`src/strand_params.svh`:
```
// Strand select stage configuration
// Strand count, instruction encodings and strided lane geometry
`ifndef STRAND_PARAMS_SVH
`define STRAND_PARAMS_SVH

// Hardware strands per core
`define STRANDS_PER_CORE 4
`define STRAND_INDEX_WIDTH 2

// All-zero word issued when no strand wins
`define NOP 32'h00000000

// Top nibble of a strided vector load or store
`define STRIDED_OPCODE 4'b1110

// Lanes walked by one strided instruction
`define LANE_COUNT 16
// Byte step between consecutive lanes
`define LANE_STRIDE 32'd4

`endif

```
`src/strand_pkg.sv`:
```
// Strand select types
// Per-strand state, fetch slot, rollback request and issue packet
package strand_pkg;

`include "strand_params.svh"

	// Per-strand scheduling state
	typedef enum logic [1:0]
	{
		STRAND_WAIT_FETCH,
		STRAND_READY,
		STRAND_SUSPENDED,
		STRAND_RECOVER
	} strand_state_t;

	// One strand's current instruction from fetch
	typedef struct packed
	{
		logic valid;
		logic [31:0] instruction;
		logic [31:0] pc;
		logic branch_predicted;
		logic long_latency;
	} fetch_slot_t;

	// Strobes and restart point from the rollback controller
	typedef struct packed
	{
		logic rollback;
		logic retry;
		logic suspend;
		logic resume;
		logic [31:0] strided_offset;
		logic [3:0] reg_lane;
	} rollback_req_t;

	// Registered output toward decode
	typedef struct packed
	{
		logic [31:0] pc;
		logic [31:0] instruction;
		logic [3:0] reg_lane;
		logic [31:0] strided_offset;
		logic [`STRAND_INDEX_WIDTH - 1:0] strand;
		logic branch_predicted;
		logic long_latency;
	} issue_packet_t;

endpackage

```
`src/strand_fsm.sv`:
```
// Per-strand scheduling FSM
// Tracks readiness, suspend and rollback recovery, and walks a strided
// instruction through its lanes before asking fetch for the next one
`timescale 1ns/10ps

`include "strand_params.svh"

module strand_fsm
	import strand_pkg::*;
(
	input clk,
	input reset,
	input fetch_slot_t slot,
	input rollback_req_t rollback,
	input logic granted,
	output logic instruction_req,
	output logic ready,
	output logic [3:0] reg_lane,
	output logic [31:0] strided_offset
);

	// Strided walk starts at the top lane
	localparam logic [3:0] LAST_LANE = 4'(`LANE_COUNT - 1);

	strand_state_t state;
	strand_state_t state_nxt;
	logic [3:0] lane_nxt;
	logic [31:0] offset_nxt;
	logic is_strided;
	logic override;
	logic consume;

	assign is_strided = slot.instruction[31:28] == `STRIDED_OPCODE;

	// Rollback side events win over a grant in the same cycle
	assign override = rollback.rollback || rollback.suspend || rollback.retry;

	// Slot used up on a plain grant or on the final lane
	assign consume = granted && !override && (!is_strided || reg_lane == 4'd0);
	assign instruction_req = consume;

	assign ready = state == STRAND_READY;

	always_comb
	begin
		state_nxt = state;
		lane_nxt = reg_lane;
		offset_nxt = strided_offset;

		if (rollback.rollback)
		begin
			// Restart point from the rollback controller
			state_nxt = STRAND_RECOVER;
			lane_nxt = rollback.reg_lane;
			offset_nxt = rollback.strided_offset;
		end
		else if (rollback.suspend)
			state_nxt = STRAND_SUSPENDED;
		else if (rollback.retry)
			state_nxt = STRAND_RECOVER;
		else if (rollback.resume && state == STRAND_SUSPENDED)
		begin
			// Same slot is still held by fetch
			state_nxt = slot.valid ? STRAND_READY : STRAND_WAIT_FETCH;
		end
		else
		begin
			case (state)
				STRAND_WAIT_FETCH:
				begin
					if (slot.valid)
						state_nxt = STRAND_READY;
				end

				STRAND_READY:
				begin
					if (consume)
					begin
						// Next instruction arrives from fetch
						state_nxt = STRAND_WAIT_FETCH;
						lane_nxt = LAST_LANE;
						offset_nxt = 32'd0;
					end
					else if (granted)
					begin
						// Step to the next lane
						lane_nxt = reg_lane - 4'd1;
						offset_nxt = strided_offset + `LANE_STRIDE;
					end
				end

				// One bubble while fetch is redirected
				STRAND_RECOVER:
					state_nxt = STRAND_WAIT_FETCH;

				default:
					state_nxt = state;
			endcase
		end
	end

	always_ff @(posedge clk, posedge reset)
	begin
		if (reset)
		begin
			state <= STRAND_WAIT_FETCH;
			reg_lane <= LAST_LANE;
			strided_offset <= 32'd0;
		end
		else
		begin
			state <= state_nxt;
			reg_lane <= lane_nxt;
			strided_offset <= offset_nxt;
		end
	end

endmodule

```
`src/issue_arbiter.sv`:
```
// Round-robin issue arbiter
// Grants the first requester at or after the priority position,
// then moves priority just past the winner
`timescale 1ns/10ps

`include "strand_params.svh"

module issue_arbiter(
	input clk,
	input reset,
	input logic [`STRANDS_PER_CORE - 1:0] request,
	output logic [`STRANDS_PER_CORE - 1:0] grant_oh,
	output logic [`STRAND_INDEX_WIDTH - 1:0] grant_index
);

	localparam int N = `STRANDS_PER_CORE;

	// One-hot position with first priority
	logic [N - 1:0] priority_oh;
	logic [2 * N - 1:0] request_dbl;
	logic [2 * N - 1:0] grant_dbl;

	// Doubled vector handles the wrap past the top strand
	assign request_dbl = {request, request};

	// Lowest set request bit at or above the priority bit
	assign grant_dbl = request_dbl & ~(request_dbl - {{N{1'b0}}, priority_oh});
	assign grant_oh = grant_dbl[N - 1:0] | grant_dbl[2 * N - 1:N];

	// One-hot to index
	always_comb
	begin
		grant_index = '0;
		for (int i = 0; i < N; i++)
		begin
			if (grant_oh[i])
				grant_index = `STRAND_INDEX_WIDTH'(i);
		end
	end

	// Priority moves to the strand after the winner
	always_ff @(posedge clk, posedge reset)
	begin
		if (reset)
			priority_oh <= {{(N - 1){1'b0}}, 1'b1};
		else if (|grant_oh)
			priority_oh <= {grant_oh[N - 2:0], grant_oh[N - 1]};
	end

endmodule

```
`src/strand_select_stage.sv`:
```
// Strand select stage
// Picks one ready strand per cycle for decode, holds back short ops that
// would collide with a long op at the execute merge, registers the issue packet
`timescale 1ns/10ps

`include "strand_params.svh"

module strand_select_stage
	import strand_pkg::*;
(
	input clk,
	input reset,
	input logic [`STRANDS_PER_CORE - 1:0] strand_enable,
	input fetch_slot_t [`STRANDS_PER_CORE - 1:0] fetch,
	input rollback_req_t [`STRANDS_PER_CORE - 1:0] rollback,
	output logic [`STRANDS_PER_CORE - 1:0] instruction_req,
	output issue_packet_t issue,
	output logic issue_event
);

	// Idle issue slot
	localparam issue_packet_t NOP_PACKET = '{
		pc: 32'd0,
		instruction: `NOP,
		reg_lane: 4'd0,
		strided_offset: 32'd0,
		strand: '0,
		branch_predicted: 1'b0,
		long_latency: 1'b0
	};

	logic [`STRANDS_PER_CORE - 1:0] strand_ready;
	logic [`STRANDS_PER_CORE - 1:0] short_latency;
	logic [`STRANDS_PER_CORE - 1:0] execute_hazard;
	logic [`STRANDS_PER_CORE - 1:0] request;
	logic [`STRANDS_PER_CORE - 1:0] grant_oh;
	logic [`STRAND_INDEX_WIDTH - 1:0] grant_index;
	logic [`STRANDS_PER_CORE - 1:0][3:0] reg_lane;
	logic [`STRANDS_PER_CORE - 1:0][31:0] strided_offset;

	// One bit per stage of the long pipeline, set for a long op
	logic [2:0] writeback_shift;
	logic issue_long_latency;
	logic any_grant;
	fetch_slot_t selected_slot;
	issue_packet_t issue_nxt;

	genvar i;

	generate
		for (i = 0; i < `STRANDS_PER_CORE; i++)
		begin : strand
			strand_fsm fsm_inst(
				.clk(clk),
				.reset(reset),
				.slot(fetch[i]),
				.rollback(rollback[i]),
				.granted(grant_oh[i]),
				.instruction_req(instruction_req[i]),
				.ready(strand_ready[i]),
				.reg_lane(reg_lane[i]),
				.strided_offset(strided_offset[i])
			);

			// NOP never reaches writeback, so it never conflicts
			assign short_latency[i] = !fetch[i].long_latency
				&& fetch[i].instruction != `NOP;
		end
	endgenerate

	// Long op issued three cycles ago lands at the merge with this one
	assign execute_hazard = {`STRANDS_PER_CORE{writeback_shift[2]}} & short_latency;
	assign request = strand_ready & strand_enable & ~execute_hazard;

	issue_arbiter arbiter_inst(
		.clk(clk),
		.reset(reset),
		.request(request),
		.grant_oh(grant_oh),
		.grant_index(grant_index)
	);

	assign any_grant = |grant_oh;

	// Winner's slot by index
	assign selected_slot = fetch[grant_index];
	assign issue_long_latency = any_grant && selected_slot.long_latency;

	always_comb
	begin
		if (any_grant)
		begin
			issue_nxt.pc = selected_slot.pc;
			issue_nxt.instruction = selected_slot.instruction;
			issue_nxt.reg_lane = reg_lane[grant_index];
			issue_nxt.strided_offset = strided_offset[grant_index];
			issue_nxt.strand = grant_index;
			issue_nxt.branch_predicted = selected_slot.branch_predicted;
			issue_nxt.long_latency = selected_slot.long_latency;
		end
		else
		begin
			// Bubble keeps lane and offset of the last issue
			issue_nxt = NOP_PACKET;
			issue_nxt.reg_lane = issue.reg_lane;
			issue_nxt.strided_offset = issue.strided_offset;
		end
	end

	always_ff @(posedge clk, posedge reset)
	begin
		if (reset)
		begin
			writeback_shift <= 3'b000;
			issue <= NOP_PACKET;
			issue_event <= 1'b0;
		end
		else
		begin
			// Shifts every cycle and bubbles shift in zero
			writeback_shift <= {writeback_shift[1:0], issue_long_latency};
			issue <= issue_nxt;
			issue_event <= any_grant;
		end
	end

endmodule

```
`config.mk`:
```
export PLATFORM = sky130hd
export DESIGN_NAME = strand_select_stage
export DESIGN_NICKNAME = d
export VERILOG_FILES = /design/src/strand_pkg.sv /design/src/strand_fsm.sv /design/src/issue_arbiter.sv /design/src/strand_select_stage.sv
export VERILOG_INCLUDE_DIRS = /design/src
export SDC_FILE = /design/constraint.sdc
export NUM_CORES = 1
export LEC_CHECK = 0
export ABC_AREA = 1
export BUFFER_PORTS_ARGS = -buffer_cell sky130_fd_sc_hd__buf_2
export CAP_MARGIN = 20
export CORE_MARGIN = 5
export CORE_UTILIZATION = 45
export DETAILED_ROUTE_END_ITERATION = 8
export PLACE_DENSITY_LB_ADDON = 0.08
export SLEW_MARGIN = 30
export SYNTH_ARGS = -nofsm -noshare
export SYNTH_HDL_FRONTEND = slang
export SYNTH_SLANG_ARGS = --single-unit
```
`constraint.sdc`:
```
create_clock -name clk -period 7.66 [get_ports clk]
set_input_delay 0.766 -clock clk [delete_from_list [all_inputs] [get_ports clk]]
set_output_delay 0.766 -clock clk [all_outputs]
set_load 0.05 [all_outputs]
```
# After elaboration in Yosys (flattened, before gate mapping)
# Index checks and enable logic that the tools add are counted.
dict set report word_totals {
  reg_bits 264
  in_bits 434
  output_inout_bits 109
  wordCells 247
}
dict set report op_classes {
  addsub 9
  magnitude_cmp 1
  n_eq_ne 36
  mux 98
  bitwise_logic 7
  reduce_logical 74
}
# cell count
set ops {}
lappend ops {{32-bit 2-to-1 mux} 29}
lappend ops {{67-bit binary-select mux with 2-bit select} 1}
lappend ops {{32-bit by 3-bit adder with 32-bit output, second input constant} 4}
lappend ops {{32-bit nonzero test} 4}
lappend ops {{4-bit 2-to-1 mux} 29}
lappend ops {{104-bit 2-to-1 mux} 1}
lappend ops {{66-bit 2-to-1 mux} 1}
lappend ops {{32-bit binary-select mux with 2-bit select} 1}
lappend ops {{2-bit 2-to-1 mux} 26}
lappend ops {{7-bit nonzero test} 4}
lappend ops {{6-bit by 5-bit != test with 1-bit output, second input constant} 4}
lappend ops {{6-bit != test, second input constant} 4}
lappend ops {{2-bit case mux with 3 select lines} 4}
lappend ops {{5-bit AND reduction} 4}
lappend ops {{1-bit logical AND} 17}
lappend ops {{2-bit == test, second input constant} 8}
lappend ops {{4-bit == test, second input constant} 4}
lappend ops {{4-bit logical NOT} 4}
lappend ops {{2-bit by 1-bit != test with 1-bit output, second input constant} 8}
lappend ops {{4-bit by 1-bit subtractor with 4-bit output, second input constant} 4}
lappend ops {{4-bit bitwise AND} 3}
lappend ops {{1-bit logical NOT} 12}
lappend ops {{1-bit logical OR} 12}
lappend ops {{3-bit AND reduction} 4}
lappend ops {{14 further kinds} 33}

# Logic depth before layout (Yosys ltp)
dict set report depth {
  depth_word 17
  depth_mapped 25
}

# Modules after synthesis
# Synthesis repeated with hierarchy kept, for this count alone.
dict set report hier_totals {
  hier_cells 2802
  hier_area_um2 18697.9
}
# module instances cells_each area_per_inst_um2 seq_area_each_um2
set by_module_without_submodules {}
lappend by_module_without_submodules {strand_select_stage 1 1091 6926.6 2677.6}
lappend by_module_without_submodules {{strand_fsm at strand[1].fsm_inst ...} 2 411 2875.3 955.9}
lappend by_module_without_submodules {{strand_fsm at strand[3].fsm_inst} 1 410 2781.4 955.9}
lappend by_module_without_submodules {{strand_fsm at strand[0].fsm_inst} 1 409 2767.7 955.9}
lappend by_module_without_submodules {issue_arbiter 1 70 471.7 101.3}

# Worst setup path after synthesis
# No wires, ideal clock.
dict set report synth_timing {
  kind {input to output}
  start {input fetch[263] (netlist name)}
  end {output instruction_req[1]}
  arrival_ns 3.210
  t_required_ns 6.894
  path_slack_ns 3.684
  cell_stages 16
  cell_sequence {inv_1 nand4_1 nor2_1 nand4_1 a21oi_2 clkbuf_1 clkbuf_1 ha_1 inv_1 o211ai_1 inv_1 nand3_1 nand2_4 nand3_1 inv_1 buf_4}
}
dict set report synth_via {
  elab_chain_len 11
}
# element line_no
set synth_lines {}
lappend synth_lines {{from (decl)} strand_select_stage.sv:14} ;# input fetch_slot_t [`STRANDS_PER_CORE - 1:0] fetch,
lappend synth_lines {{32-bit nonzero test (no source line)} --}
lappend synth_lines {{1-bit logical AND (no source line)} --}
lappend synth_lines {{4-bit bitwise AND} strand_select_stage.sv:72} ;# assign execute_hazard = {`STRANDS_PER_CORE{writeback_shift[2]}} & short_latency;
lappend synth_lines {{4-bit inverter} strand_select_stage.sv:73} ;# assign request = strand_ready & strand_enable & ~execute_hazard;
lappend synth_lines {{4-bit bitwise AND} strand_select_stage.sv:73}
lappend synth_lines {{8-bit by 4-bit subtractor with 8-bit output} issue_arbiter.sv:27} ;# assign grant_dbl = request_dbl & ~(request_dbl - {{N{1'b0}}, priority_oh});
lappend synth_lines {{8-bit inverter} issue_arbiter.sv:27}
lappend synth_lines {{8-bit bitwise AND} issue_arbiter.sv:27}
lappend synth_lines {{4-bit OR} issue_arbiter.sv:28} ;# assign grant_oh = grant_dbl[N - 1:0] | grant_dbl[2 * N - 1:N];
lappend synth_lines {{1-bit logical AND (2 in a row)} strand_fsm.sv:39} ;# assign consume = granted && !override && (!is_strided || reg_lane == 4'd0);
lappend synth_lines {{to (decl)} strand_select_stage.sv:16} ;# output logic [`STRANDS_PER_CORE - 1:0] instruction_req,
# Every way passes these cells.

==> metrics.txt <==
post-route non-filler standard cell count 4,171; placed instance count 4,095; Mapped Cells roughly 3.1k; commonest non-fill, non-tap cell in the layout nand2_1; Post-synth EDFFs 0; Worst path max stage delay approximately 770 ps; die area approximately 47,000 sq um; Vias 22.0k; core area about 43,000 sq um; Post-CTS Hold Fix Bufs 0; fmax just under 200 MHz; minimum clock period approximately 5200 ps; leak pwr between 0.01 and 0.015 uW; outcome finished clean; worst r2r dst issue[98]; CP arrival 5650 ps; max-slew violation count 0; wire length per cell slightly below 20 microns; Worst R2R Start strand[3].fsm_inst.state[1]; Post-Synthesis Mean Instance Area 6.18 sq um; worst-path cell chain buf_2 -> inv_1 -> nand4_1 -> nor2_1 -> nand4_1 -> a21oi_4 -> buf_4 -> ha_1 -> inv_1 -> o211ai_1 -> inv_1 -> nand3_1 -> nand2_4 -> nand2_4 -> nand2_4 -> clkinv_2 -> buf_4 -> nand2_1 -> nand2_1 -> a21oi_1; CP top delay family simple AND/OR/NAND/NOR gates; Final ANT Viol Nets 0; endpoints failing hold 0; Post-CTS Setup Inserts 0; CTS tree yes; Setup TNS Final 0 ps; Register Area 6600 sq um; worst min path class flop to flop; CTS Sinks roughly 260; R2R Setup Slk 2600 ps; Nets 4,032; DIE WIDTH approximately 220 microns; Pwr per Cell Area between 200 and 250 nW/um^2; Total Routing Usage GR 33.4%; gpl congestion 0.989; Startpoint Class input port; Initial Util 45.2%; antenna violations before repair 14; critical path's slowest cell clkinv_2; CP endpoint kind flop; final worst-path cycle share between 60% and 70%; Worst-path clk slew 60 ps; io pins 543; Max VDD drop ~0.27 mV; most frequent cells in the layout nand2_1, buf_2, inv_1, nor2_1, dfrtp_1; share of cells above drive strength 1 a little under a fifth; area growth from synthesis to layout 21.2%; crit path kind input port to flop; top routing layer used met5; final hold slack between 300 and 400 ps; worst hold path stage count 0; Num CTS Buffers 34; syn nets 3,573; ys async rst share between 90% and 100%; Yosys Warn Count 0; Buf+Inv Stages, Crit Path 7; Synth Register Bits 263; Slew @ Worst Pin between 900 and 1000 ps; MaxCap Viol Count 0; hold path startpoint writeback_shift[1]; Unique masters post-synth between 40 and 50; drt first pass iters 7; R2R depth 17; DRC violations left 0; IO Port Bufs around 540; CP Max Fanout 56; Final setup viols 0; vias in the first global route 21.5k; slew margin rel. around a third; Post-Syn Area 19,300 sq um; first-pass GRT wire length about 120,000 microns; Tot Pwr roughly 5500 uW; Congestion Overflow GR 0; Post-synth top flop dfrtp_1; # rows 76; Hold Path End writeback_shift[2]; CTS max path bufs 3; H-Tree Level Count 2; routed wl met3 5750 microns; met2 WL post-DR 38,700 microns; RSZ-0062 raised after global routing no; HPWL after detailed placement approximately 63,000 microns; Seq/Total Area, Yosys around a third; Via-to-Cell Ratio between 5 and 6; CP required about 8100 ps; largest net degree at the start of global routing approximately 150; DRT iter0 DRCs between 1.5k and 2k; Die Y around 220 microns; Clock Skew around 24 ps; Root Driver clkbuf_16; met1 WL approximately 33,000 microns; Post-Route WL approximately 82,000 microns; Post-CTS Resized 0; area of the multi-input gates about 10,000 sq um; clk_lat worst skew between 500 and 600 ps; fillers 4,486
[power by group]
part	internal (uW)	switching (uW)	total (uW)
Sequential	1640	217	1850
Clock	961	683	1640
Combinational	545	1470	2010
[routing by layer]
metal / up-vias / global-route usage, %
li1: 10551 / -
met1: 10306 / 42.4
met2: 985 / 55.4
met3: 181 / 4.90
met4: 2 / 17.6
met5: - / 0
[how the worst max path moves through the flow]
stage                     startpoint                     endpoint  slack (ps)  depth (start not counted)
after floorplan                reset  arbiter_inst.priority_oh[1]        3440                          1
after global placement    fetch[249]                    issue[97]        2330                         20
after detailed placement  fetch[248]                    issue[94]        2240                         20
after CTS                 fetch[248]           instruction_req[1]        2820                         16
after global routing      fetch[248]                    issue[94]        2140                         20
final                     fetch[248]                    issue[98]        2490                         20
[area by class of cell]
| cell class | instances | share of cell area [%] |
|---|---|---|
| Antenna cell | 13 | 0.139 |
| Clock buffer | 49 | 4.17 |
| Clock inverter | 13 | 0.593 |
| Inverter | 538 | 8.64 |
| Multi-Input combinational cell | 2188 | 43.0 |
| Sequential cell | 263 | 28.2 |
| Tap cell | 546 | 2.92 |
| Timing Repair Buffer | 561 | 12.4 |
[flip-flops by register name (all words and copies together), names as in the netlist]
register and cells:
issue 104, writeback_shift 2, arbiter_inst.priority_oh 4, strand.fsm_inst.strided_offset 128, strand.fsm_inst.reg_lane 16, strand.fsm_inst.state 8
issue_event 1
[synth_stat cells, types with 41 or more instances]
| library cell | count | area (sq um) |
|---|---|---|
| a21oi_1 | 95 | 475 |
| buf_2 | 70 | 350 |
| clkbuf_1 | 41 | 154 |
| dfrtp_1 | 246 | 6160 |
| inv_1 | 530 | 1990 |
| nand2_1 | 1079 | 4050 |
| nand3_1 | 208 | 1040 |
| nand4_1 | 66 | 413 |
| nor2_1 | 355 | 1330 |
| nor3_1 | 46 | 230 |
| o21ai_0 | 69 | 345 |
| xor2_1 | 69 | 604 |
[cell families after synthesis]
kind of cell / share of synthesized area, %
fa+ha+maj: 0.816
buf+inv: 13.9
xor+xnor: 3.49
flops: 34.2
simple gates: 39.3
compound gates: 8.39
[per-stage QoR]
step	utilization (%)	setup slack, ps	area, sq um
floorplan	-	3440	19300
global placement	52.0	2330	22200
detailed placement	52.0	2240	22200
CTS	54.6	2820	23400
global route	54.7	2140	23400
finish	54.8	2490	23400
Power figures use the tool's default switching activity.
